## src/verif/program.hex

```
// One RV32I instruction word per line in hex, loaded from word address 0
// Covers ALU and immediate ops, LUI, LW and SW, branches, JAL and the LED port
06400093  // 0x00 addi x1, x0, 100
FF900113  // 0x04 addi x2, x0, -7
002081B3  // 0x08 add  x3, x1, x2
00302023  // 0x0C sw   x3, 0(x0)
40110233  // 0x10 sub  x4, x2, x1
00402223  // 0x14 sw   x4, 4(x0)
0020F2B3  // 0x18 and  x5, x1, x2
0022C333  // 0x1C xor  x6, x5, x2
001363B3  // 0x20 or   x7, x6, x1
00702423  // 0x24 sw   x7, 8(x0)
00112433  // 0x28 slt  x8, x2, x1
0F017493  // 0x2C andi x9, x2, 0x0F0
F004C513  // 0x30 xori x10, x9, -256
00556593  // 0x34 ori  x11, x10, 5
FFB5A613  // 0x38 slti x12, x11, -5
00B02623  // 0x3C sw   x11, 12(x0)
008606B3  // 0x40 add  x13, x12, x8
00D02823  // 0x44 sw   x13, 16(x0)
ABCDE737  // 0x48 lui  x14, 0xABCDE
12370713  // 0x4C addi x14, x14, 0x123
00E02A23  // 0x50 sw   x14, 20(x0)
01402783  // 0x54 lw   x15, 20(x0)
00F02C23  // 0x58 sw   x15, 24(x0)
00208463  // 0x5C beq  x1, x2, +8 not taken
00102E23  // 0x60 sw   x1, 28(x0)
00209463  // 0x64 bne  x1, x2, +8 taken
02202023  // 0x68 sw   x2, 32(x0) skipped
00318463  // 0x6C beq  x3, x3, +8 taken
02302023  // 0x70 sw   x3, 32(x0) skipped
00109463  // 0x74 bne  x1, x1, +8 not taken
0080086F  // 0x78 jal  x16, +8
02202023  // 0x7C sw   x2, 32(x0) skipped
03002023  // 0x80 sw   x16, 32(x0)
20000893  // 0x84 addi x17, x0, 0x200
1A500913  // 0x88 addi x18, x0, 0x1A5
0128A023  // 0x8C sw   x18, 0(x17)
03C00913  // 0x90 addi x18, x0, 0x3C
0128A023  // 0x94 sw   x18, 0(x17)
0000006F  // 0x98 jal  x0, 0

```

## src/common/rvPkg.sv

```systemverilog
`default_nettype none

package rvPkg;

    // --------------------------------------------------
    // Sizes and addresses
    // --------------------------------------------------

    // Data and register width
    localparam int xlen = 32;

    // Memory depths in words
    localparam int instMemWords = 256;
    localparam int dataMemWords = 256;

    // Byte address of the LED port
    localparam logic [xlen-1:0] ledAddr = 32'h0000_0200;

    // Program image for the instruction store
    localparam string programFile = "/design/src/verif/program.hex";

    // --------------------------------------------------
    // Opcodes and funct3 values
    // --------------------------------------------------

    localparam logic [6:0] opReg    = 7'b0110011;
    localparam logic [6:0] opImm    = 7'b0010011;
    localparam logic [6:0] opLui    = 7'b0110111;
    localparam logic [6:0] opLoad   = 7'b0000011;
    localparam logic [6:0] opStore  = 7'b0100011;
    localparam logic [6:0] opBranch = 7'b1100011;
    localparam logic [6:0] opJal    = 7'b1101111;

    // ALU group, shared by R and I forms
    localparam logic [2:0] f3AddSub = 3'b000;
    localparam logic [2:0] f3Slt    = 3'b010;
    localparam logic [2:0] f3Xor    = 3'b100;
    localparam logic [2:0] f3Or     = 3'b110;
    localparam logic [2:0] f3And    = 3'b111;

    // Branch group
    localparam logic [2:0] f3Beq    = 3'b000;
    localparam logic [2:0] f3Bne    = 3'b001;

    // --------------------------------------------------
    // ALU operations
    // --------------------------------------------------

    typedef enum logic [3:0] {
        aluAdd   = 4'd0,
        aluSub   = 4'd1,
        aluAnd   = 4'd2,
        aluOr    = 4'd3,
        aluXor   = 4'd4,
        aluSlt   = 4'd5,
        aluPassB = 4'd6
    } aluOpType;

    // --------------------------------------------------
    // Instruction word, one view per encoding format
    // --------------------------------------------------

    typedef struct packed {
        logic [6:0] funct7;
        logic [4:0] rs2;
        logic [4:0] rs1;
        logic [2:0] funct3;
        logic [4:0] rd;
        logic [6:0] opcode;
    } rFormatFields;

    typedef struct packed {
        logic [11:0] imm;
        logic [4:0]  rs1;
        logic [2:0]  funct3;
        logic [4:0]  rd;
        logic [6:0]  opcode;
    } iFormatFields;

    typedef struct packed {
        logic [6:0] immHi;
        logic [4:0] rs2;
        logic [4:0] rs1;
        logic [2:0] funct3;
        logic [4:0] immLo;
        logic [6:0] opcode;
    } sFormatFields;

    typedef struct packed {
        logic       imm12;
        logic [5:0] imm10to5;
        logic [4:0] rs2;
        logic [4:0] rs1;
        logic [2:0] funct3;
        logic [3:0] imm4to1;
        logic       imm11;
        logic [6:0] opcode;
    } bFormatFields;

    typedef struct packed {
        logic [19:0] imm;
        logic [4:0]  rd;
        logic [6:0]  opcode;
    } uFormatFields;

    typedef struct packed {
        logic       imm20;
        logic [9:0] imm10to1;
        logic       imm11;
        logic [7:0] imm19to12;
        logic [4:0] rd;
        logic [6:0] opcode;
    } jFormatFields;

    typedef union packed {
        rFormatFields rFormat;
        iFormatFields iFormat;
        sFormatFields sFormat;
        bFormatFields bFormat;
        uFormatFields uFormat;
        jFormatFields jFormat;
    } instrWord;

endpackage

`default_nettype wire

```

## src/verilog/programCounter.sv

```systemverilog
`timescale 1ns/100ps
`default_nettype none

module programCounter
    import rvPkg::*;
(
    input  logic             Clock,
    input  logic             reset,
    input  logic             branchEq,
    input  logic             branchNe,
    input  logic             jump,
    input  logic             zero,
    input  logic [xlen-1:0]  immediate,
    output logic [xlen-1:0]  pc,
    output logic [xlen-1:0]  linkAddr
);

    logic             branchTaken;
    logic [xlen-1:0]  target;
    logic [xlen-1:0]  nextPc;

    // Sequential address, also the JAL link value
    assign linkAddr = pc + 32'd4;

    // Taken on equal for BEQ, on not equal for BNE
    assign branchTaken = (branchEq & zero) | (branchNe & ~zero);

    // PC-relative target for branches and JAL
    assign target = pc + immediate;
    assign nextPc = (branchTaken | jump) ? target : linkAddr;

    // PC register
    always_ff @(posedge Clock) begin
        if (reset) begin
            pc <= '0;
        end else begin
            pc <= nextPc;
        end
    end

endmodule

`default_nettype wire

```

## config.mk

```make
export PLATFORM = sky130hd
export DESIGN_NAME = programCounter
export DESIGN_NICKNAME = d
export VERILOG_FILES = /design/src/common/rvPkg.sv /design/src/verilog/programCounter.sv
export SDC_FILE = /design/constraint.sdc
export NUM_CORES = 1
export LEC_CHECK = 0
export BUFFER_PORTS_ARGS = -buffer_cell sky130_fd_sc_hd__buf_2
export CAP_MARGIN = 15
export CORE_MARGIN = 2
export CORE_UTILIZATION = 53
export CTS_BUF_LIST = sky130_fd_sc_hd__clkbuf_8
export DETAILED_ROUTE_END_ITERATION = 10
export PLACE_DENSITY = 0.82
export SETUP_SLACK_MARGIN = 0.4
export SYNTH_ARGS = -nofsm -noshare
export SYNTH_HDL_FRONTEND = slang
export SYNTH_SLANG_ARGS = --single-unit
```

## constraint.sdc

```tcl
create_clock -name Clock -period 5.7 [get_ports Clock]
set_input_delay 0.285 -clock Clock [delete_from_list [all_inputs] [get_ports Clock]]
set_output_delay 0.285 -clock Clock [all_outputs]
set_load 0.01 [all_outputs]
```

; ---- Yosys cells after proc, flatten, opt, wreduce, memory -nomap -nowiden
; Cells that the tools add are included.
[totals]
latch_bits = 0
out_inout_bits = 64
mem_bits_ro = 0
ram_bits = 0
n_memories = 0
regBits = 32
elab_cells = 9
[op_classes]
n_shift = 0
reduce_logical = 0
div_mod_pow = 0
magnitude_cmp = 0
bitwise = 5
mul = 0
n_eq_ne = 0
addsub = 2
n_mux = 1
[ops]
columns = op, n
row1 = $add A32 B3 Y32 const B, 1
row2 = $add A32 B32 Y32, 1
row3 = $mux W32, 1
row4 = $and A1 B1 Y1, 2
row5 = $or A1 B1 Y1, 2
row6 = $not A1 Y1, 1

; ---- Logic depth before layout (Yosys ltp)
[logic_depth]
word_depth = 5
ltp_mapped = 10

; ---- Worst setup path before layout
; Ideal clock, no wire load.
[synth_timing]
path_type = register to register
start = register pc[0]
end = register pc[30]
slack_ps = 3085
required_ps = 5583
setup_ps = 117
synth_period_minus_slack_ps = 2615
arrival_ps = 2498
stages_incl_launch_ff = 11
path_cell_list = dfxtp_1 > ha_1 > fa_1 > a21oi_1 > o211ai_1 > a21oi_1 > a31oi_1 > a31o_2 > a41o_1 > o21ba_2 > a22o_1
[synth_between]
elab_chain_cells = 2
[synth_lines]
columns = element, line_no
row1 = from (decl), programCounter.sv:14  ; output logic [xlen-1:0] pc,
row2 = from (signal assigned), programCounter.sv:37  ; pc <= nextPc;
row3 = $add A32 B3 Y32 or $add A32 B32 Y32 (tied branches), "programCounter.sv:23, programCounter.sv:29"
row4 = $mux W32 (*), programCounter.sv:30  ; assign nextPc = (branchTaken | jump) ? target : linkAddr;
; Every way passes the cells marked *; elsewhere a longest branch is shown, timed or not.
; A chain may end at the register's enable or synchronous reset.

; ---- Worst setup path after layout
; Ends and elaborated chain as after synthesis.

==> reports/qor.yml <==
die_w_um: 83.04
synth_nets: 515
avgSynthCellArea_sq_um: 7.456
setup.worst_path.end_class: "flip-flop"
finalNonFillerCells: 607
nFillCells: 542
grt_remaining_overflow: 0
syn_area_sq_um: 3311
path_class: "flip-flop to flip-flop"
cp.arrival_ns: 3.08
top_regs: "pc (32)"
async_reset_ff_share_pct: 0
tightest_slew_ns: 0.9946
rsz0062_at_grt: "no"
fin_crit_sh_pct: 51.04
status: "finished clean"
r2r-start: "pc[0]$_SDFFE_PP0N_"
hp-class: "input port to flip-flop"
reg2reg_depth: 10
drt-initial-drc-count: 305
synth-edff-count: 0
chipHeight_um: 83.04
regMostFlops: "pc"
ir_worst_vdd_mv: 0.2193
gp_congestion: 0.9179
drive_gt1_share_pct: 22.18
place_area_sq_um: 3842
hold_viol: 0
die-area_sq_um: 6895
port_buffers: 101
layout_min_cycle_time_ns: 2.909
min-delay-start: "immediate[0]"
grt_max_degree: 36
setup_ws_ns: 2.791
start_kind: "flip-flop"
worst_hold_slack_ns: 0.4112
final-setup-viol-count: 0
dp_cells: 602
initial_core_util_pct: 55.26
pre_cts_ws_ns: 2.778
hold_end: "pc[0]$_SDFFE_PP0N_"
vias: 3729
path_clk_slew_ns: 0.06
core_sq_um: 5991
final_area_sq_um: 3911
wl_per_cell_um: 15.85
synth_ff_type: "dfxtp_1"
synth_cells: 444
cts.sinks: 32
total_power_mw: 1.657
max_slew_margin_pct: 33.69
cts-resized-gates: 0
timing.rr.end: "pc[30]$_SDFF_PP0_"
rows: 28
antenna_cells: 0
yosys_warnings: 0
grt_pass1_wl_mm: 15.82
hpwlAfterDp_mm: 7.450
cp.required_ns: 5.87
area_delta_synth_final_pct: 18.14
worstPathMaxFanout: 4
drc: 0
wl_mm: 9.619
grt_pass1_vias: 3467
ant_nets: 0
fin_tns_setup_ns: 0
antenna_found_initial: 0
cts_setup_buffers: 0
clock_latency_ns: 0.28
p_leak_nw: 1.924
clock.fmax_ghz: 0.3437
holdPathStages: 4
cts_hold_buf: 0
htree_levels: 2
utilization_pct: 65.29
firstDrtPassIters: 5
ys_ff_latch: 32
track_usage_pct: 27.14
clock-root-buffer: "clkbuf_8"
reg2reg_slack_ns: 2.79
nNetsFinal: 605
pwr_density_cell_nw_per_um2: 423.6
cts_buffers: 5
finalClockSkew_ns: 0.006795
cts_buffer_depth: 2
largest_reg_flops: 32
slew_violations: 0
maxCapViolations: 0
via_per_inst: 6.143
io_pins: 102
yosysSeqAreaShare_pct: 19.35
cts_tree: "built"
critPathLaunch: "pc[0]$_SDFFE_PP0N_"
ys_types: 55
per-layer routing:
layer  track usage (%)  part of all wire, %  vias up
met5                 0                    0        -
met4             9.240                  2.2        0
met3             4.473                  6.8       25
met2             44.57                   47      163
met1             36.06                   44     1742
li1                  -                    -     1799
kinds of logic (layout without fill, tap and decap cells):
kind of cell,count (synthesis),after routing,synth area share [%]
XOR/XNOR,53,53,14.25
AO/OA/AOI/OAI,126,126,24.34
AND/OR/NAND/NOR,175,175,26.08
adder cells (fa/ha/maj),33,33,12.70
multiplexers,1,1,0.3024
buffers and inverters,24,112,2.985
flip-flops,32,32,19.35
cells in the final DEF, fill, tap and decap left out, drive strengths merged, types with 9 or more instances in the layout:
cell    count
nand4      11
a21oi      46
nand3      20
nor2       23
ha         32
a31oi       9
a21o       13
dfxtp      32
and3       13
o21ai      19
a211oi      9
buf       102
xor2       19
nand2      77
xnor2      34
synth_stat cells (6+ instances only):
cell type	n	area [sq um]
nand3_1	20	100.1
xor2_1	18	157.7
a21o_1	13	97.59
o21ai_0	19	95.09
a21oi_1	46	230.2
ha_1	32	400.4
clkbuf_1	14	52.55
nand2b_1	6	37.54
and3_1	12	75.07
a31oi_1	9	56.30
xnor2_1	34	297.8
nor2_1	22	82.58
nor2b_1	6	37.54
dfxtp_1	32	640.6
nand4_1	10	62.56
a211oi_1	8	60.06
nand2_1	77	289.0
cell type report:
type | count | area, sq um | share of cell area (%)
tap | 75 | 93.84 | 2.399
clock buffer | 5 | 68.82 | 1.759
sequential | 32 | 640.6 | 16.38
multi-input combinational | 388 | 2576 | 65.87
inverter | 5 | 18.77 | 0.4798
timing repair buffer | 102 | 513.0 | 13.12
critical path: stages, from the launching register on:
cell	delay [ns]
dfxtp_1	0.34
ha_1	0.22
fa_1	0.41
a21oi_1	0.26
o211ai_1	0.13
a21oi_1	0.35
a31oi_1	0.22
a31o_2	0.27
a41o_1	0.22
o21ba_2	0.20
a22o_1	0.18
worst max path at each step:
stage	endpoint	cells past startpoint
final	pc[30]$_SDFF_PP0_	10
after global routing	pc[30]$_SDFF_PP0_	10
after CTS	pc[30]$_SDFF_PP0_	10
after detailed placement	pc[30]$_SDFF_PP0_	11
after global placement	pc[30]$_SDFF_PP0_	11
after floorplan	pc[30]$_SDFF_PP0_	10
power breakdown:
group	switching (mW)	total [mW]	internal [mW]	leakage (nW)
Clock	0.0828	0.162	0.0788	0.0359
Combinational	0.622	1.09	0.466	1.62
Sequential	0.111	0.408	0.297	0.266
Note: power is estimated with default switching activity, not from simulation.
