`config.mk`:
```
export PLATFORM = sky130hd
export DESIGN_NAME = alu
export DESIGN_NICKNAME = d
export VERILOG_FILES = /design/src/common/rvPkg.sv /design/src/verilog/alu.sv
export SDC_FILE = /design/constraint.sdc
export NUM_CORES = 1
export LEC_CHECK = 0
export BUFFER_PORTS_ARGS = -buffer_cell sky130_fd_sc_hd__buf_2
export CAP_MARGIN = 20
export CORE_ASPECT_RATIO = 1.1
export CORE_MARGIN = 10
export CORE_UTILIZATION = 55
export DETAILED_ROUTE_END_ITERATION = 10
export PLACE_DENSITY = 0.86
export SETUP_SLACK_MARGIN = 0.02
export SYNTH_ARGS = -nofsm -noshare
export SYNTH_HDL_FRONTEND = slang
export SYNTH_SLANG_ARGS = --single-unit
```
`constraint.sdc`:
```
create_clock -name vclk -period 7.1
set_input_delay 1.775 -clock vclk [all_inputs]
set_output_delay 1.775 -clock vclk [all_outputs]
set_load 0.005 [all_outputs]
```
`src/verif/program.hex`:
```
// One RV32I instruction word per line in hex, loaded from word address 0
// Covers ALU and immediate ops, LUI, LW and SW, branches, JAL and the LED port
06400093  // 0x00 addi x1, x0, 100
FF900113  // 0x04 addi x2, x0, -7
002081B3  // 0x08 add  x3, x1, x2
00302023  // 0x0C sw   x3, 0(x0)
40110233  // 0x10 sub  x4, x2, x1
00402223  // 0x14 sw   x4, 4(x0)
0020F2B3  // 0x18 and  x5, x1, x2
0022C333  // 0x1C xor  x6, x5, x2
001363B3  // 0x20 or   x7, x6, x1
00702423  // 0x24 sw   x7, 8(x0)
00112433  // 0x28 slt  x8, x2, x1
0F017493  // 0x2C andi x9, x2, 0x0F0
F004C513  // 0x30 xori x10, x9, -256
00556593  // 0x34 ori  x11, x10, 5
FFB5A613  // 0x38 slti x12, x11, -5
00B02623  // 0x3C sw   x11, 12(x0)
008606B3  // 0x40 add  x13, x12, x8
00D02823  // 0x44 sw   x13, 16(x0)
ABCDE737  // 0x48 lui  x14, 0xABCDE
12370713  // 0x4C addi x14, x14, 0x123
00E02A23  // 0x50 sw   x14, 20(x0)
01402783  // 0x54 lw   x15, 20(x0)
00F02C23  // 0x58 sw   x15, 24(x0)
00208463  // 0x5C beq  x1, x2, +8 not taken
00102E23  // 0x60 sw   x1, 28(x0)
00209463  // 0x64 bne  x1, x2, +8 taken
02202023  // 0x68 sw   x2, 32(x0) skipped
00318463  // 0x6C beq  x3, x3, +8 taken
02302023  // 0x70 sw   x3, 32(x0) skipped
00109463  // 0x74 bne  x1, x1, +8 not taken
0080086F  // 0x78 jal  x16, +8
02202023  // 0x7C sw   x2, 32(x0) skipped
03002023  // 0x80 sw   x16, 32(x0)
20000893  // 0x84 addi x17, x0, 0x200
1A500913  // 0x88 addi x18, x0, 0x1A5
0128A023  // 0x8C sw   x18, 0(x17)
03C00913  // 0x90 addi x18, x0, 0x3C
0128A023  // 0x94 sw   x18, 0(x17)
0000006F  // 0x98 jal  x0, 0

```
`src/common/rvPkg.sv`:
```
`default_nettype none

package rvPkg;

    // --------------------------------------------------
    // Sizes and addresses
    // --------------------------------------------------

    // Data and register width
    localparam int xlen = 32;

    // Memory depths in words
    localparam int instMemWords = 256;
    localparam int dataMemWords = 256;

    // Byte address of the LED port
    localparam logic [xlen-1:0] ledAddr = 32'h0000_0200;

    // Program image for the instruction store
    localparam string programFile = "/design/src/verif/program.hex";

    // --------------------------------------------------
    // Opcodes and funct3 values
    // --------------------------------------------------

    localparam logic [6:0] opReg    = 7'b0110011;
    localparam logic [6:0] opImm    = 7'b0010011;
    localparam logic [6:0] opLui    = 7'b0110111;
    localparam logic [6:0] opLoad   = 7'b0000011;
    localparam logic [6:0] opStore  = 7'b0100011;
    localparam logic [6:0] opBranch = 7'b1100011;
    localparam logic [6:0] opJal    = 7'b1101111;

    // ALU group, shared by R and I forms
    localparam logic [2:0] f3AddSub = 3'b000;
    localparam logic [2:0] f3Slt    = 3'b010;
    localparam logic [2:0] f3Xor    = 3'b100;
    localparam logic [2:0] f3Or     = 3'b110;
    localparam logic [2:0] f3And    = 3'b111;

    // Branch group
    localparam logic [2:0] f3Beq    = 3'b000;
    localparam logic [2:0] f3Bne    = 3'b001;

    // --------------------------------------------------
    // ALU operations
    // --------------------------------------------------

    typedef enum logic [3:0] {
        aluAdd   = 4'd0,
        aluSub   = 4'd1,
        aluAnd   = 4'd2,
        aluOr    = 4'd3,
        aluXor   = 4'd4,
        aluSlt   = 4'd5,
        aluPassB = 4'd6
    } aluOpType;

    // --------------------------------------------------
    // Instruction word, one view per encoding format
    // --------------------------------------------------

    typedef struct packed {
        logic [6:0] funct7;
        logic [4:0] rs2;
        logic [4:0] rs1;
        logic [2:0] funct3;
        logic [4:0] rd;
        logic [6:0] opcode;
    } rFormatFields;

    typedef struct packed {
        logic [11:0] imm;
        logic [4:0]  rs1;
        logic [2:0]  funct3;
        logic [4:0]  rd;
        logic [6:0]  opcode;
    } iFormatFields;

    typedef struct packed {
        logic [6:0] immHi;
        logic [4:0] rs2;
        logic [4:0] rs1;
        logic [2:0] funct3;
        logic [4:0] immLo;
        logic [6:0] opcode;
    } sFormatFields;

    typedef struct packed {
        logic       imm12;
        logic [5:0] imm10to5;
        logic [4:0] rs2;
        logic [4:0] rs1;
        logic [2:0] funct3;
        logic [3:0] imm4to1;
        logic       imm11;
        logic [6:0] opcode;
    } bFormatFields;

    typedef struct packed {
        logic [19:0] imm;
        logic [4:0]  rd;
        logic [6:0]  opcode;
    } uFormatFields;

    typedef struct packed {
        logic       imm20;
        logic [9:0] imm10to1;
        logic       imm11;
        logic [7:0] imm19to12;
        logic [4:0] rd;
        logic [6:0] opcode;
    } jFormatFields;

    typedef union packed {
        rFormatFields rFormat;
        iFormatFields iFormat;
        sFormatFields sFormat;
        bFormatFields bFormat;
        uFormatFields uFormat;
        jFormatFields jFormat;
    } instrWord;

endpackage

`default_nettype wire

```
`src/verilog/alu.sv`:
```
`timescale 1ns/100ps
`default_nettype none

module alu
    import rvPkg::*;
(
    input  aluOpType         aluOp,
    input  logic [xlen-1:0]  operandA,
    input  logic [xlen-1:0]  operandB,
    output logic [xlen-1:0]  aluResult,
    output logic             zero
);

    logic [xlen-1:0]  sum;
    logic [xlen-1:0]  difference;
    logic             lessThan;

    assign sum        = operandA + operandB;
    assign difference = operandA - operandB;

    // Signed compare for SLT
    assign lessThan = ($signed(operandA) < $signed(operandB));

    // Equality flag for BEQ and BNE
    assign zero = (difference == '0);

    // --------------------------------------------------
    // Result select
    // --------------------------------------------------

    always_comb begin
        case (aluOp)
            aluAdd:   aluResult = sum;
            aluSub:   aluResult = difference;
            aluAnd:   aluResult = operandA & operandB;
            aluOr:    aluResult = operandA | operandB;
            aluXor:   aluResult = operandA ^ operandB;
            aluSlt:   aluResult = {{(xlen-1){1'b0}}, lessThan};
            // LUI value passes straight through
            aluPassB: aluResult = operandB;
            default:  aluResult = sum;
        endcase
    end

endmodule

`default_nettype wire

```
=== Yosys cells after proc, flatten, opt, wreduce, memory -nomap -nowiden ===
Index checks and enable logic that the tools add are counted.
Widths: inputs -> output; s select.

* Register bits: 0
* Output and inout bits: 33
* Logic and storage cells: 14

* Add/sub/neg operators: 2
* Order comparisons: 1
* Eq/ne operators: 6
* Mux-type cells: 1
* Bitwise gates (word level): 3
* Reductions and logical operators: 1

{| class="wikitable"
|+ Operators by type and width
! cell !! number
|-
| $pmux 32 s6 || 1
|-
| $add 32x32->32 || 1
|-
| $and 32x32->32 || 1
|-
| $logic_not 32->1 || 1
|-
| $lt 32x32->1 || 1
|-
| $or 32x32->32 || 1
|-
| $sub 32x32->32 || 1
|-
| $xor 32x32->32 || 1
|-
| $eq 4x3->1 const B || 3
|-
| $eq 4x2->1 const B || 2
|-
| $eq 4x1->1 const B || 1
|}

=== Longest topological paths before layout ===
* Depth after elaboration: 2
* Depth in mapped cells: 13
* Gate-level depth less buffers: 13

=== Worst setup path before layout ===
OpenSTA, ideal clock, no wires.

* Path kind: input -> output
* Start: input operandA[0]
* End: output zero
* Arrival time: 4.543 ns
* Data required time: 5.325 ns
* Slack: 0.782 ns
* Stages: 13
* Path through: inv_1 ha_1 fa_1 nor2_1 o311ai_0 a221oi_1 a211oi_2 o21ai_1 a21oi_1 a221oi_2 xnor2_1 nand4_1 nor4b_2

* Word-level cells in the longest chain between the ends: 2

{| class="wikitable"
|+ Ends and longest elaborated chain
! item !! line !! text
|-
| start: declaration || alu.sv:8 || <nowiki>input logic [xlen-1:0] operandA,</nowiki>
|-
| $sub 32x32->32 || alu.sv:19 || <nowiki>assign difference = operandA - operandB;</nowiki>
|-
| $logic_not 32->1 || alu.sv:25 || <nowiki>assign zero = (difference == '0);</nowiki>
|-
| end: declaration || alu.sv:11 || <nowiki>output logic zero</nowiki>
|}

No other way between the ends.

=== Worst setup path after layout ===
* Start: input operandB[8]
* End: output aluResult[25]

* Word-level cells in the longest chain between the ends: 2

{| class="wikitable"
|+ Ends and longest elaborated chain
! item !! line !! text
|-
| start: declaration || alu.sv:9 || <nowiki>input logic [xlen-1:0] operandB,</nowiki>
|-
| $add 32x32->32 / $sub 32x32->32 (equally long branches) || alu.sv:18, alu.sv:19 ||
|-
| $pmux 32 s6 (*) || alu.sv:32 || <nowiki>case (aluOp)</nowiki>
|-
| end: declaration || alu.sv:10 || <nowiki>output logic [xlen-1:0] aluResult,</nowiki>
|}

Mark *: on every way between the ends. The rest lies on a longest branch, timed or not.

==> impl_metrics.py <==
metrics = {
    "timing": {
        "relSlewSlack_pct": 36.1,
        "hold_viol": 0,
        "layout_min_cycle_time_ps": 6970,
        "timing.final.ws_setup_ps": 126,
        "fmax_ghz": 0.143,
        "max_slew.worst_pin.slew_ps": 950,
        "setup_violations": 0,
        "fin_crit_sh_pct": 98.2,
        "fin_tns_setup_ps": 0,
        "maxSlewViolCount": 0,
    },
    "cells_and_area": {
        "diodes": 0,
        "syn_to_final_growth_pct": 14.7,
        "nClkBuffers": 0,
        "instances_no_fill": 1080,
        "nets": 1128,
        "seq_area_sq_um": 0,
        "drive_gt1_share_pct": 18.0,
        "final_core_util_pct": 65.4,
        "seq_cell_count": 0,
    },
    "worst_setup_path": {
        "cp.required_ps": 5330,
        "path_max_fanout": 17,
        "end_kind": "output pin",
        "arrival_ps": 5200,
        "crit_family": "compound AO/OA/AOI/OAI gates",
        "crit_slowest_cell": "nor4b_1",
        "cp_num_buf_inv": 4,
        "crit_top_cell": "o21ai_0",
        "worst_setup_path_start_kind": "input pin",
        "crit_chain": "buf_2, inv_1, ha_1, buf_4, nand4_1, nor4b_1, nor2_1, o21ai_0, a211oi_1, o21ba_2, o21ai_0, a211oi_1, o21ai_0, buf_2",
        "slowest_delay_ps": 650,
        "path_class": "input pin to output pin",
    },
    "logic_synthesis": {
        "postSynthNetCount": 1038,
        "syn_avg_cell_area_sq_um": 6.53,
        "yosysSeqAreaShare_pct": 0,
        "syn_area_sq_um": 5690,
        "yosys_warnings": 0,
        "syn_inst": 872,
        "synth_cell_type_count": 73,
    },
    "placement": {
        "dp_cells": 1076,
        "post-place-ws_ps": 54.5,
        "io_buffer_count": 101,
        "hpwl_mm": 15.9,
        "place_congestion": 1.02,
    },
    "detailed_routing": {
        "viasPerCell": 6.65,
        "drt_drc_violations_left": 0,
        "first_pass_iters": 6,
        "wl_per_cell_um": 18.8,
        "wl_mm": 20.3,
        "antenna_left": 0,
        "num_vias": 7187,
        "first_iter_violations": 835,
    },
    "die": {
        "start_util_pct": 57.0,
        "io_pins": 101,
        "fp.dieH_um": 127,
        "dieWidth_um": 117,
        "core_area_sq_um": 9980,
        "rows": 38,
        "die_area_sq_um": 14800,
    },
    "power_and_ir_drop": {
        "p_switching_mw": 0.351,
        "p_per_area_nw_per_um2": 90.1,
        "finalPower_mw": 0.589,
        "peakVddDrop_mv": 0.0489,
        "p_int_mw": 0.238,
        "clkPwrFrac_pct": 0,
        "p_leak_nw": 3.10,
        "combPwrFrac_pct": 100.0,
        "switching_share_pct": 59.6,
        "seqPwrFrac_pct": 0,
    },
    "global_routing": {
        "globalRouteOverflowTotal": 0,
        "grt_antenna_before_repair": 0,
        "grt_usage_pct": 25.5,
        "grt_pass1_vias": 6801,
        "grt_max_degree": 33,
        "grt_pass1_wl_mm": 32.6,
    },
    "run": {
        "maxCapViolCount": 0,
    },
    "clocking": {
        "cts_hold_buf": 0,
    },
    "worst_hold_path": {
        "hold_class": "input pin to output pin",
    },
    "outcome": {
        "status": "completed",
    },
}
-- placed cells by master, fill, tap and decap left out, types with 19 or more instances in the layout --
cell / instances
o211ai_1: 28
xnor2_1: 19
nand2_1: 48
a21oi_1: 74
a22oi_1: 19
ha_1: 96
buf_2: 101
o21ai_0: 60
buf_4: 42
inv_1: 94
a21o_1: 21
a221oi_1: 20
nor2_1: 84
-- cells in the mapped netlist, drive strengths merged (3+ instances only) --
| master | n | area share (%) |
|---|---|---|
| o22ai | 8 | 0.88 |
| a31oi | 10 | 1.1 |
| ha | 96 | 21 |
| clkbuf | 45 | 3.0 |
| nor2 | 85 | 5.6 |
| and3 | 4 | 0.44 |
| o221ai | 11 | 1.7 |
| o31ai | 13 | 1.8 |
| o2111ai | 5 | 0.77 |
| nor2b | 18 | 2.1 |
| o21bai | 14 | 2.0 |
| a21o | 21 | 2.8 |
| o311ai | 6 | 0.92 |
| nor4b | 5 | 0.88 |
| xnor2 | 19 | 2.9 |
| o41ai | 4 | 0.75 |
| a211oi | 15 | 2.2 |
| nand2 | 48 | 3.2 |
| nor4 | 15 | 1.6 |
| and4 | 3 | 0.46 |
| a21oi | 74 | 6.5 |
| nand3 | 14 | 1.2 |
| o21a | 4 | 0.53 |
| o211ai | 28 | 3.7 |
| or4 | 3 | 0.46 |
| nand4 | 12 | 1.3 |
| o21ai | 63 | 5.6 |
| or3 | 7 | 0.77 |
| inv | 94 | 6.2 |
| o31a | 4 | 0.62 |
| or2 | 4 | 0.48 |
| nor3 | 18 | 1.6 |
| a211o | 4 | 0.62 |
| a221oi | 22 | 3.5 |
| buf | 12 | 1.1 |
| a2111oi | 7 | 1.1 |
| and2 | 6 | 0.66 |
| nand2b | 6 | 0.66 |
| a22oi | 19 | 2.5 |
-- metal layers --
metal / routed length, um / global-route usage (%) / vias up
met5: 0 / 0 / -
met3: 1780 / 1.98 / 66
met2: 9450 / 43.1 / 439
li1: - / - / 3403
met1: 8350 / 33.0 / 3279
met4: 683 / 8.73 / 0
-- cell families (layout without fill, tap and decap cells) --
| family | count (synthesis) | count (layout) | synth area share, % |
|---|---|---|---|
| xor gates and xnor gates | 21 | 21 | 3.23 |
| AOI/OAI and AO/OA | 345 | 345 | 41.9 |
| muxes | 2 | 2 | 0.352 |
| buffers and inverters | 151 | 239 | 10.3 |
| adders and majority gates | 98 | 98 | 21.8 |
| and+or+nand+nor | 255 | 255 | 22.5 |
-- power by group through the flow --
stage	clock network [mW]	logic, mW	registers [mW]
floorplan	0	0.373	0
global placement	0	0.555	0
detailed placement	0	0.560	0
CTS	0	0.564	0
global route	0	0.642	0
finish	0	0.589	0
-- worst min-delay path, stage by stage --
cell and delay, ps:
buf_2 100, a22oi_1 60, o211ai_1 70, buf_2 110
-- worst paths after layout --
path / from / to / slack, ps / cells after the start
max: operandB[8] / aluResult[25] / 130 / 14
min: operandB[6] / aluResult[6] / 3900 / 4
-- through the flow --
| step | hold slack [ps] | instance area (sq um) |
|---|---|---|
| after CTS | 3900 | 6440 |
| after detailed placement | 3900 | 6440 |
| final | 3900 | 6530 |
| after global placement | 3890 | 6440 |
| after floorplan | 3670 | 5690 |
| after global routing | 3940 | 6530 |
-- repair_timing --
action | in CTS | in global routing
hold endpoints to repair | 0 | 0
buffers inserted | 0 | 2
gates resized for setup | 0 | 8
endpoints found under the setup margin | 0 | 2
-- cell type report --
| type | instances | area, sq um |
|---|---|---|
| Inverter | 94 | 353 |
| Tap cell | 120 | 150 |
| Multi-Input combinational cell | 721 | 5180 |
| Timing Repair Buffer | 145 | 851 |
| Fill cell | 935 | 3450 |
Power figures use the tool's default switching activity.
