<file path="config.mk">
export PLATFORM = sky130hd
export DESIGN_NAME = controlUnit
export DESIGN_NICKNAME = d
export VERILOG_FILES = /design/src/common/rvPkg.sv /design/src/verilog/controlUnit.sv
export SDC_FILE = /design/constraint.sdc
export NUM_CORES = 1
export LEC_CHECK = 0
export BUFFER_PORTS_ARGS = -buffer_cell sky130_fd_sc_hd__buf_2
export CAP_MARGIN = 20
export CORE_UTILIZATION = 36
export DETAILED_ROUTE_END_ITERATION = 16
export PLACE_DENSITY = 0.85
export SETUP_SLACK_MARGIN = 0.3
export SKIP_LAST_GASP = 1
export SYNTH_ARGS = -nofsm -noshare
export SYNTH_HDL_FRONTEND = slang
export SYNTH_SLANG_ARGS = --single-unit
</file>
<file path="constraint.sdc">
create_clock -name vclk -period 1.26
set_input_delay 0.063 -clock vclk [all_inputs]
set_output_delay 0.063 -clock vclk [all_outputs]
set_load 0.005 [all_outputs]
</file>
<file path="src/verif/program.hex">
// One RV32I instruction word per line in hex, loaded from word address 0
// Covers ALU and immediate ops, LUI, LW and SW, branches, JAL and the LED port
06400093  // 0x00 addi x1, x0, 100
FF900113  // 0x04 addi x2, x0, -7
002081B3  // 0x08 add  x3, x1, x2
00302023  // 0x0C sw   x3, 0(x0)
40110233  // 0x10 sub  x4, x2, x1
00402223  // 0x14 sw   x4, 4(x0)
0020F2B3  // 0x18 and  x5, x1, x2
0022C333  // 0x1C xor  x6, x5, x2
001363B3  // 0x20 or   x7, x6, x1
00702423  // 0x24 sw   x7, 8(x0)
00112433  // 0x28 slt  x8, x2, x1
0F017493  // 0x2C andi x9, x2, 0x0F0
F004C513  // 0x30 xori x10, x9, -256
00556593  // 0x34 ori  x11, x10, 5
FFB5A613  // 0x38 slti x12, x11, -5
00B02623  // 0x3C sw   x11, 12(x0)
008606B3  // 0x40 add  x13, x12, x8
00D02823  // 0x44 sw   x13, 16(x0)
ABCDE737  // 0x48 lui  x14, 0xABCDE
12370713  // 0x4C addi x14, x14, 0x123
00E02A23  // 0x50 sw   x14, 20(x0)
01402783  // 0x54 lw   x15, 20(x0)
00F02C23  // 0x58 sw   x15, 24(x0)
00208463  // 0x5C beq  x1, x2, +8 not taken
00102E23  // 0x60 sw   x1, 28(x0)
00209463  // 0x64 bne  x1, x2, +8 taken
02202023  // 0x68 sw   x2, 32(x0) skipped
00318463  // 0x6C beq  x3, x3, +8 taken
02302023  // 0x70 sw   x3, 32(x0) skipped
00109463  // 0x74 bne  x1, x1, +8 not taken
0080086F  // 0x78 jal  x16, +8
02202023  // 0x7C sw   x2, 32(x0) skipped
03002023  // 0x80 sw   x16, 32(x0)
20000893  // 0x84 addi x17, x0, 0x200
1A500913  // 0x88 addi x18, x0, 0x1A5
0128A023  // 0x8C sw   x18, 0(x17)
03C00913  // 0x90 addi x18, x0, 0x3C
0128A023  // 0x94 sw   x18, 0(x17)
0000006F  // 0x98 jal  x0, 0

</file>
<file path="src/common/rvPkg.sv">
`default_nettype none

package rvPkg;

    // --------------------------------------------------
    // Sizes and addresses
    // --------------------------------------------------

    // Data and register width
    localparam int xlen = 32;

    // Memory depths in words
    localparam int instMemWords = 256;
    localparam int dataMemWords = 256;

    // Byte address of the LED port
    localparam logic [xlen-1:0] ledAddr = 32'h0000_0200;

    // Program image for the instruction store
    localparam string programFile = "/design/src/verif/program.hex";

    // --------------------------------------------------
    // Opcodes and funct3 values
    // --------------------------------------------------

    localparam logic [6:0] opReg    = 7'b0110011;
    localparam logic [6:0] opImm    = 7'b0010011;
    localparam logic [6:0] opLui    = 7'b0110111;
    localparam logic [6:0] opLoad   = 7'b0000011;
    localparam logic [6:0] opStore  = 7'b0100011;
    localparam logic [6:0] opBranch = 7'b1100011;
    localparam logic [6:0] opJal    = 7'b1101111;

    // ALU group, shared by R and I forms
    localparam logic [2:0] f3AddSub = 3'b000;
    localparam logic [2:0] f3Slt    = 3'b010;
    localparam logic [2:0] f3Xor    = 3'b100;
    localparam logic [2:0] f3Or     = 3'b110;
    localparam logic [2:0] f3And    = 3'b111;

    // Branch group
    localparam logic [2:0] f3Beq    = 3'b000;
    localparam logic [2:0] f3Bne    = 3'b001;

    // --------------------------------------------------
    // ALU operations
    // --------------------------------------------------

    typedef enum logic [3:0] {
        aluAdd   = 4'd0,
        aluSub   = 4'd1,
        aluAnd   = 4'd2,
        aluOr    = 4'd3,
        aluXor   = 4'd4,
        aluSlt   = 4'd5,
        aluPassB = 4'd6
    } aluOpType;

    // --------------------------------------------------
    // Instruction word, one view per encoding format
    // --------------------------------------------------

    typedef struct packed {
        logic [6:0] funct7;
        logic [4:0] rs2;
        logic [4:0] rs1;
        logic [2:0] funct3;
        logic [4:0] rd;
        logic [6:0] opcode;
    } rFormatFields;

    typedef struct packed {
        logic [11:0] imm;
        logic [4:0]  rs1;
        logic [2:0]  funct3;
        logic [4:0]  rd;
        logic [6:0]  opcode;
    } iFormatFields;

    typedef struct packed {
        logic [6:0] immHi;
        logic [4:0] rs2;
        logic [4:0] rs1;
        logic [2:0] funct3;
        logic [4:0] immLo;
        logic [6:0] opcode;
    } sFormatFields;

    typedef struct packed {
        logic       imm12;
        logic [5:0] imm10to5;
        logic [4:0] rs2;
        logic [4:0] rs1;
        logic [2:0] funct3;
        logic [3:0] imm4to1;
        logic       imm11;
        logic [6:0] opcode;
    } bFormatFields;

    typedef struct packed {
        logic [19:0] imm;
        logic [4:0]  rd;
        logic [6:0]  opcode;
    } uFormatFields;

    typedef struct packed {
        logic       imm20;
        logic [9:0] imm10to1;
        logic       imm11;
        logic [7:0] imm19to12;
        logic [4:0] rd;
        logic [6:0] opcode;
    } jFormatFields;

    typedef union packed {
        rFormatFields rFormat;
        iFormatFields iFormat;
        sFormatFields sFormat;
        bFormatFields bFormat;
        uFormatFields uFormat;
        jFormatFields jFormat;
    } instrWord;

endpackage

`default_nettype wire

</file>
<file path="src/verilog/controlUnit.sv">
`timescale 1ns/100ps
`default_nettype none

module controlUnit
    import rvPkg::*;
(
    input  instrWord         instr,
    output logic [4:0]       rs1Index,
    output logic [4:0]       rs2Index,
    output logic [4:0]       rdIndex,
    output logic             regWrite,
    output logic             aluSrcImm,
    output logic             memWrite,
    output logic             memToReg,
    output logic             branchEq,
    output logic             branchNe,
    output logic             jump,
    output aluOpType         aluOp,
    output logic [xlen-1:0]  immediate
);

    // Register fields sit at the same place in every format
    assign rs1Index = instr.rFormat.rs1;
    assign rs2Index = instr.rFormat.rs2;
    assign rdIndex  = instr.rFormat.rd;

    // --------------------------------------------------
    // Main decode
    // --------------------------------------------------

    always_comb begin
        // Defaults give a no-op
        regWrite  = 1'b0;
        aluSrcImm = 1'b0;
        memWrite  = 1'b0;
        memToReg  = 1'b0;
        branchEq  = 1'b0;
        branchNe  = 1'b0;
        jump      = 1'b0;
        aluOp     = aluAdd;
        immediate = '0;

        case (instr.rFormat.opcode)
            opReg: begin
                regWrite = 1'b1;
                case (instr.rFormat.funct3)
                    // funct7 bit 5 picks SUB over ADD
                    f3AddSub: aluOp = instr.rFormat.funct7[5] ? aluSub : aluAdd;
                    f3Slt:    aluOp = aluSlt;
                    f3Xor:    aluOp = aluXor;
                    f3Or:     aluOp = aluOr;
                    f3And:    aluOp = aluAnd;
                    // Unsupported funct3, no write
                    default:  regWrite = 1'b0;
                endcase
            end

            opImm: begin
                regWrite  = 1'b1;
                aluSrcImm = 1'b1;
                immediate = {{20{instr.iFormat.imm[11]}}, instr.iFormat.imm};
                case (instr.iFormat.funct3)
                    f3AddSub: aluOp = aluAdd;
                    f3Slt:    aluOp = aluSlt;
                    f3Xor:    aluOp = aluXor;
                    f3Or:     aluOp = aluOr;
                    f3And:    aluOp = aluAnd;
                    default:  regWrite = 1'b0;
                endcase
            end

            opLui: begin
                regWrite  = 1'b1;
                aluSrcImm = 1'b1;
                // Upper 20 bits, ALU forwards operand B
                aluOp     = aluPassB;
                immediate = {instr.uFormat.imm, 12'b0};
            end

            opLoad: begin
                regWrite  = 1'b1;
                aluSrcImm = 1'b1;
                memToReg  = 1'b1;
                immediate = {{20{instr.iFormat.imm[11]}}, instr.iFormat.imm};
            end

            opStore: begin
                memWrite  = 1'b1;
                aluSrcImm = 1'b1;
                immediate = {{20{instr.sFormat.immHi[6]}},
                             instr.sFormat.immHi, instr.sFormat.immLo};
            end

            opBranch: begin
                // Compare by subtraction, zero flag decides
                aluOp     = aluSub;
                branchEq  = (instr.bFormat.funct3 == f3Beq);
                branchNe  = (instr.bFormat.funct3 == f3Bne);
                immediate = {{19{instr.bFormat.imm12}}, instr.bFormat.imm12,
                             instr.bFormat.imm11, instr.bFormat.imm10to5,
                             instr.bFormat.imm4to1, 1'b0};
            end

            opJal: begin
                regWrite  = 1'b1;
                jump      = 1'b1;
                immediate = {{11{instr.jFormat.imm20}}, instr.jFormat.imm20,
                             instr.jFormat.imm19to12, instr.jFormat.imm11,
                             instr.jFormat.imm10to1, 1'b0};
            end

            default: begin
                // Unknown opcode, treated as no-op
                regWrite = 1'b0;
            end
        endcase
    end

endmodule

`default_nettype wire

</file>
After elaboration in Yosys (flattened, before gate mapping)
Index checks and enable logic that the tools add are counted.
{"block": "word_totals", "register_bits": 0, "latchBits": 0, "ramBits": 0, "rom_bits": 0, "in_bits": 32, "out_inout_bits": 58, "elab_cells": 31, "memories": 0}
{"block": "op_classes", "n_addsub": 0, "n_mul": 0, "n_div": 0, "order_cmp": 0, "eq_ne": 12, "n_shift": 0, "mux": 13, "bitwise": 0, "n_reduce_logical": 6}
{"operator": "$pmux W32 S5", "n": 1}
{"operator": "$pmux W3 S4", "n": 2}
{"operator": "$eq A7 B6 Y1 const B", "n": 3}
{"operator": "$pmux W3 S5", "n": 1}
{"operator": "$eq A7 B7 Y1 const B", "n": 2}
{"operator": "$eq A3 B3 Y1 const B", "n": 3}
{"operator": "$mux W1", "n": 8}
{"operator": "$eq A7 B2 Y1 const B", "n": 1}
{"operator": "$eq A7 B5 Y1 const B", "n": 1}
{"operator": "$reduce_or A5 Y1", "n": 1}
{"operator": "$reduce_or A2 Y1", "n": 2}
{"operator": "$reduce_or A4 Y1", "n": 1}
{"operator": "$eq A3 B1 Y1 const B", "n": 1}
{"operator": "$eq A3 B2 Y1 const B", "n": 1}
{"operator": "$logic_not A3 Y1", "n": 1}
{"operator": "$reduce_or A3 Y1", "n": 1}
{"operator": "$pmux W1 S2", "n": 1}

Longest topological paths before layout
Gate-level depths: netlist (run 1).
{"block": "depth", "depth_word": 4, "depth_mapped": 5, "ltp_nobuf": 3}

Worst setup path after synthesis (run 1)
No wires, ideal clock.
{"block": "synth_path", "path_type": "input-to-output", "startpoint": "input port instr[5] in the netlist's numbering", "endpoint": "output port immediate[1]", "t_arrival_ns": 0.948, "t_required_ns": 1.197, "path_slack_ns": 0.249, "stages": 4, "n_path_buf": 1, "path_cell_list": "buf_6 or4_4 o31ai_4 a32o_1"}
{"block": "synth_between", "elab_chain_len": 3, "elab_cells_between_ends": 8, "cone_classes": "6 x eq/ne; 1 x mux; 1 x reduce/logical"}
{"element": "from (decl)", "line_no": "controlUnit.sv:7", "source": "input instrWord instr,"}
{"element": "$eq A7 B5 Y1 or $eq A7 B2 Y1 (tied branches)", "line_no": "controlUnit.sv:43", "source": "case (instr.rFormat.opcode)"}
{"element": "$reduce_or A2 Y1 (no line)"}
{"element": "$pmux W32 S5 (*)", "line_no": "controlUnit.sv:43"}
{"element": "to (decl)", "line_no": "controlUnit.sv:19", "source": "output logic [xlen-1:0] immediate"}
Mark *: on every way between the ends. The rest lies on a longest branch, timed or not.

Final worst setup path (run 1)
{"block": "layout_path", "startpoint": "input port instr[2] in the netlist's numbering", "endpoint": "output port immediate[1]"}
Same word-level chain as after synthesis.

==> summary.txt, run 1 <==
Clock tree
  – CTS Hold Bufs: 0

Setup path
  – WP data required: 1200 ps
  – Endpoint class of the critical path: output port
  – Crit-path max FO: 5
  – Cell at the slowest stage of the critical path: or4_4
  – Crit-path cells: buf_8 > or4_4 > o31ai_4 > a32o_1 > buf_2
  – CP Class: input pin to output port
  – CP peak stage delay: 540 ps
  – CP Data Arrival Time: 1120 ps
  – Startpoint Class: input pin

Timing
  – Setup_tns: 0 ps
  – Final Slew Violations: 0
  – FMAX: 846 MHz
  – RSZ-0062 raised after global routing: true
  – Setup ws final: 78.6 ps
  – Final Cycle Share: 93.8%
  – Final Setup Violations: 0
  – Fin crit period: 1180 ps
  – Final hold viol count: 0

Finish
  – Most common cell after layout, fill and taps aside: buf_2
  – Diodes inserted: 0
  – Num sequential: 0
  – Syn-to-layout area delta: 89.8%
  – Fill cell count: 168
  – Commonest non-fill, non-tap cells in the layout: buf_2 (83), nand3_2 (13), buf_6 (10)
  – Fraction of layout cells with a size suffix above 1: 73.6%
  – Final core occ: 74.4%
  – Final-layout clock buffer total: 0
  – Final instance area: 0.00149 mm^2
  – Register area: 0 um^2
  – Nets: 231
  – Post-route insts no fill: 224

Yosys
  – Ys Warns: 0
  – Synth Net Count: 147
  – Dominant cells by area after synthesis: buf_4 (18%), nand3_1 (13%), a21o_1 (7.7%)
  – Avg Cell Area, Syn: 6.82 um^2
  – Share of the synthesized area in the top cell type: 18.2%
  – Leading area contributor after synthesis: buf_4
  – Seq/Total Area, Yosys: 0%
  – Yosys cell types: 38
  – Cell area after synthesis: 785 um^2
  – Cells after Synth: 115

Routing
  – Antenna viol nets, final: 0
  – DR DRC count: 0
  – Met2 wire len: 1770 um
  – Met3 wire len: 314 um
  – Drt via density: 5.54
  – Iteration-0 DRC count of the detailed router: 27
  – WL per Instance: 14.8 um
  – Max Used Layer: met4
  – DRT Pass-1 Iters: 4
  – M1 WL: 1190 um
  – Via Count: 1,241
  – Routed WL: 3320 um

GRT
  – Antenna violations before repair: 0
  – Vias in the first global route: 1,118
  – GRT Overall Usage: 24.6%
  – Pin count of the biggest net entering global routing: 13
  – Total grt overflow: 0
  – Global-route wire length before repair: 4850 um

Worst hold path
  – Min-Delay Path Class: input pin to output port

Floorplan
  – Rows: 16
  – Core Box Area: 0.00200 mm^2
  – I/O Pins: 90
  – Die area: 0.00237 mm^2
  – Die width: 48.7 um
  – Initial Util: 39.2%
  – Die height: 48.7 um

Power
  – Static Leak: 0.000961 uW
  – P per Cell Area: 206 mW/mm^2
  – VDD IR-drop max: 0.175 mV

Job
  – Max Cap Viol: 0

Placed design
  – Placed insts: 213
  – Area post-placement: 0.00113 mm^2
  – DP Worst Slack: 5.41 ps
  – Number of buffers added on ports: 89
  – Gpl congestion: 0.765
  – HPWL after DPL: 2090 um

Status
  – Status: finished clean
-- repair_timing --
| item | in CTS | in global routing |
|---|---|---|
| pin swaps | 12 | 6 |
| resized for setup | 50 | 17 |
| cloned | 5 | 0 |
| setup endpoints to repair | 41 | 41 |
| buffers inserted | 4 | 2 |
-- stage by stage --
stage / hold slack (ps) / total power [uW]
after global routing: 309 / 328
final: 308 / 307
after detailed placement: 307 / 223
after global placement: 306 / 219
after CTS: 307 / 282
after floorplan: 159 / 133
-- where the power goes --
part           switching, uW  internal [uW]  leakage [uW]
clock network              0              0             0
logic                    150            157      0.000961
registers                  0              0             0
-- layer usage --
layer | vias up | global-route usage, %
met5 | - | 0
met4 | 0 | 6.37
met3 | 4 | 3.46
met2 | 92 | 48.4
met1 | 562 | 26.9
li1 | 583 | -
-- cell type report --
cell class,instances,area [um^2],area share [%]
Tap cell,27,33.8,2.27
Inverter,5,18.8,1.26
Timing Repair Buffer,106,661,44.4
Multi-Input combinational cell,86,776,52.1
-- worst max-delay path: cells and delay by family --
kind | cells | cell delay, ps
buffers and inverters | 2 | 210
AOI/OAI and AO/OA | 2 | 300
and+or+nand+nor | 1 | 540
-- cell usage after synthesis --
| library cell | number |
|---|---|
| buf_6 | 2 |
| buf_4 | 19 |
| nor4b_1 | 1 |
| a31oi_1 | 2 |
| nand2b_1 | 1 |
| and3_1 | 2 |
| and4_1 | 2 |
| nand4_1 | 2 |
| o21a_1 | 2 |
| o211ai_1 | 3 |
| and2_4 | 1 |
| nor2b_1 | 1 |
| a2bb2oi_1 | 1 |
| o21ai_0 | 1 |
| and2_1 | 1 |
| nand3_1 | 21 |
| clkbuf_1 | 1 |
| and3b_1 | 2 |
| conb_1 | 1 |
| or4_4 | 1 |
| o31ai_1 | 2 |
| nor3b_1 | 1 |
| nor3_1 | 1 |
| a32o_1 | 4 |
| nand2_2 | 2 |
| a21o_1 | 8 |
| nand2_1 | 5 |
| nor4_1 | 1 |
| nand3_2 | 2 |
| a31o_2 | 1 |
| and4bb_2 | 1 |
| a21oi_1 | 2 |
| a21boi_0 | 5 |
| nor2_1 | 1 |
| xnor2_1 | 2 |
| o31ai_4 | 1 |
| buf_2 | 4 |
| inv_1 | 5 |
-- logic make-up (layout without fill, tap and decap cells) --
kind of cell / count (synthesis) / after routing / synth area share (%)
compound gates: 32 / 33 / 32.7
other cells: 1 / 1 / 0.478
buf+inv: 31 / 111 / 26.5
simple gates: 49 / 50 / 38.1
xor+xnor: 2 / 2 / 2.23
-- path summary, 6_finish.rpt --
kind                  startpoint            to  slack [ps]  cells past startpoint
worst max-delay path    instr[2]  immediate[1]          80                      5
worst min-delay path    instr[9]    rdIndex[2]         310                      2
Note: power is estimated with default switching activity, not from simulation.
==> run 2, diff against run 1 <==
- PLACE_DENSITY: 0.85 -> unset
- PLACE_DENSITY_LB_ADDON: unset -> 0.05
==> summary.txt, run 2 (same netlist as run 1, synthesis figures left out) <==
Status
  – Status: finished clean

Floorplan
  – Initial Util: 39.2%
  – Rows: 16
  – Die area: 0.00237 mm^2
  – Core Box Area: 0.00200 mm^2
  – Die height: 48.7 um
  – Die width: 48.7 um
  – I/O Pins: 90

Setup path
  – Startpoint Class: input pin
  – WP data required: 1200 ps
  – Family with the most delay on the worst path: simple AND/OR/NAND/NOR gates
  – Cell at the slowest stage of the critical path: or4_4
  – Worst setup path start: instr[2]
  – Crit-path cells: buf_8 > or4_4 > o31ai_4 > a32o_1 > buf_2
  – Crit path buffers/inverters: 2
  – CP Class: input pin to output port
  – CP peak stage delay: 540 ps
  – Crit-path max FO: 4
  – Endpoint class of the critical path: output port
  – CP Data Arrival Time: 1120 ps

Placed design
  – HPWL after DPL: 1990 um
  – Placed insts: 211
  – Number of buffers added on ports: 89
  – Gpl congestion: 0.777

Routing
  – Via Count: 1,262
  – DRT Pass-1 Iters: 4
  – Routed WL: 3530 um
  – Antenna viol nets, final: 0
  – WL per Instance: 15.4 um
  – DR DRC count: 0
  – Drt via density: 5.51
  – Iteration-0 DRC count of the detailed router: 38

Power
  – VDD IR-drop max: 0.184 mV
  – P per Cell Area: 214 mW/mm^2
  – Static Leak: 0.00102 uW

Job
  – Max Cap Viol: 0

Finish
  – Post-route insts no fill: 229
  – Fraction of layout cells with a size suffix above 1: 77.7%
  – Most common cell after layout, fill and taps aside: buf_2
  – Nets: 236
  – Final-layout clock buffer total: 0
  – Commonest non-fill, non-tap cells in the layout: buf_2 (83), nand3_2 (11), buf_4 (11)
  – Syn-to-layout area delta: 105%
  – Register area: 0 um^2
  – Diodes inserted: 0
  – Num sequential: 0

Timing
  – Fin crit period: 1190 ps
  – RSZ-0062 raised after global routing: true
  – FMAX: 844 MHz
  – Final hold viol count: 0
  – Hold slack: 308 ps
  – Final Cycle Share: 94.1%
  – Final Setup Violations: 0
  – Final Slew Violations: 0

GRT
  – Antenna violations before repair: 0
  – Total grt overflow: 0
  – Global-route wire length before repair: 4700 um
  – GRT Overall Usage: 23.6%
  – Pin count of the biggest net entering global routing: 12
  – Vias in the first global route: 1,001

Worst hold path
  – Min-Delay Path Class: input pin to output port
  – Min-delay src: instr[20]
## run 2: cell count changes in the layout (fill, tap and decap cells not counted), sizes merged
cell,previous run,this run
buf,106,110
nand3,23,24
## run 2: area by class of cell
class              instances  area, um^2
fillers                  138         392
inverters                  5        18.8
multi-input cells         87         837
well taps                 27        33.8
repair buffers           110         721
## run 2: path summary, 6_finish.rpt
check,end,slack [ps],cells past startpoint
worst max-delay path,immediate[2],70,5
worst min-delay path,rs2Index[0],310,2
## run 2: where the power goes
group          internal (uW)  leakage [uW]  switching, uW
clock network              0             0              0
registers                  0             0              0
logic                    177       0.00102            167
## run 2: layer usage
metal / wire [um] / track usage (%) / vias to the layer above / share of wire [%]
met5: 0 / 0 / - / 0
met4: 14 / 4.90 / 0 / 0.40
met3: 269 / 2.20 / 3 / 7.6
met2: 1890 / 44.2 / 83 / 54
met1: 1360 / 28.7 / 582 / 38
li1: - / - / 594 / -
## run 2: what timing repair did
item / CTS / global route
gates cloned: 4 / 1
pin swaps: 19 / 18
endpoints found under the setup margin: 41 / 41
hold buffers: 0 / 0
gates resized for setup: 40 / 46
setup buffers: 3 / 10
## run 2: stage by stage
| stage | utilization (%) | setup TNS, ps | total power, uW | setup slack (ps) | area (um^2) |
|---|---|---|---|---|---|
| after floorplan | - | 0 | 133 | 313 | 791 |
| after global placement | 55.9 | 0 | 216 | 14.2 | 1120 |
| after detailed placement | 55.9 | -251 | 218 | -30.7 | 1120 |
| after CTS | 66.1 | 0 | 270 | 93.9 | 1320 |
| after global routing | 80.4 | 0 | 366 | 26.0 | 1610 |
| final | 80.4 | 0 | 344 | 74.5 | 1610 |
==> run 3, diff against run 2 <==
- REMOVE_ABC_BUFFERS: unset -> 1
==> summary.txt, run 3 (same netlist as run 1, synthesis figures left out) <==
Timing
  – RSZ-0062 raised after global routing: true
  – FMAX: 852 MHz
  – Final Cycle Share: 93.2%
  – Final hold viol count: 0
  – Final Slew Violations: 0
  – Fin crit period: 1170 ps
  – Hold slack: 309 ps
  – Final Setup Violations: 0

Floorplan
  – Die area: 0.00237 mm^2
  – Die height: 48.7 um
  – Initial Util: 39.2%
  – Core Box Area: 0.00200 mm^2
  – I/O Pins: 90
  – Rows: 16
  – Die width: 48.7 um

Setup path
  – CP Class: input pin to output port
  – WP data required: 1200 ps
  – Startpoint Class: input pin
  – Crit-path max FO: 5
  – Endpoint class of the critical path: output port
  – CP Data Arrival Time: 1110 ps

Finish
  – Syn-to-layout area delta: 104%
  – Nets: 233
  – Register area: 0 um^2
  – Diodes inserted: 0
  – Fill cell count: 137
  – Most common cell after layout, fill and taps aside: buf_2
  – Post-route insts no fill: 226
  – Fraction of layout cells with a size suffix above 1: 78.4%
  – Final-layout clock buffer total: 0
  – Num sequential: 0
  – Commonest non-fill, non-tap cells in the layout: buf_2 (84), nand3_2 (15), buf_6 (9), buf_4 (9), a21o_1 (8)

Routing
  – WL per Instance: 14.0 um
  – Iteration-0 DRC count of the detailed router: 15
  – DR DRC count: 0
  – DRT Pass-1 Iters: 4
  – Drt via density: 5.52
  – Routed WL: 3160 um
  – Via Count: 1,248
  – Antenna viol nets, final: 0

Placed design
  – Gpl congestion: 0.698
  – Number of buffers added on ports: 89
  – HPWL after DPL: 2010 um
  – Placed insts: 213

Worst hold path
  – WHS Endpoint: rs1Index[3]
  – Min-Delay Path Class: input pin to output port
  – Min-delay src: instr[18]
  – Worst hold path depth: 2

GRT
  – Total grt overflow: 0
  – GRT Overall Usage: 25.2%
  – Pin count of the biggest net entering global routing: 13
  – Vias in the first global route: 1,127
  – Antenna violations before repair: 0
  – Global-route wire length before repair: 5000 um

Power
  – VDD IR-drop max: 0.181 mV
  – P per Cell Area: 206 mW/mm^2
  – Static Leak: 0.000986 uW

Clock tree
  – CTS Hold Bufs: 0

Job
  – Max Cap Viol: 0

Status
  – Status: finished clean
==> run 3: changes by cell type in the layout (fill, tap and decap cells not counted), sizes merged <==
cell,delta
buf,-1
nand3,-1
o21a,-1
==> run 3: timing repair <==
action / CTS / global route
resized for setup: 59 / 22
pin swaps: 35 / 15
gates cloned: 2 / 0
setup buffers: 9 / 2
setup endpoints to repair: 41 / 41
==> run 3: layout make-up <==
cell class	instances	area, um^2	area share, %
repair buffers	109	709	44.4
multi-input cells	85	836	52.3
inverters	5	18.8	1.17
well taps	27	33.8	2.11
==> run 3: routing by layer <==
metal	share of wire [%]	GRT usage, %	up-vias
li1	-	-	587
met2	54	53.0	74
met4	0	1.96	0
met1	40	27.8	587
met3	5.7	1.26	0
met5	0	0	-
==> run 3: how the worst max path moves through the flow <==
stage / to / depth (start not counted) / from
6_report: immediate[2] / 5 / instr[2]
3_3_place_gp: immediate[16] / 5 / instr[2]
3_5_place_dp: immediate[13] / 5 / instr[2]
4_1_cts: immediate[2] / 5 / instr[2]
2_1_floorplan: immediate[12] / 3 / instr[3]
5_1_grt: immediate[6] / 6 / instr[4]
==> run 3: power by group <==
group	leakage, uW	switching [uW]	total (uW)	internal [uW]
combinational	0.000986	161	329	168
sequential	0	0	0	0
clock	0	0	0	0
==> run 3: through the flow <==
| step | setup TNS, ps | util (%) | power, uW | area, um^2 | setup WS [ps] |
|---|---|---|---|---|---|
| 2_1_floorplan | -861 | - | 72.8 | 596 | -88.3 |
| 4_1_cts | 0 | 74.6 | 300 | 1490 | 90.0 |
| 5_1_grt | 0 | 79.8 | 352 | 1600 | 59.8 |
| 3_5_place_dp | -359 | 56.7 | 224 | 1130 | -50.1 |
| 3_3_place_gp | -109 | 56.7 | 221 | 1130 | -14.4 |
| 6_report | 0 | 79.8 | 329 | 1600 | 85.7 |
==> run 3: critical path, cell delays in order <==
cell and delay (ps):
buf_8 100, or4_4 530, o31ai_4 90, a32o_1 210
buf_2 110
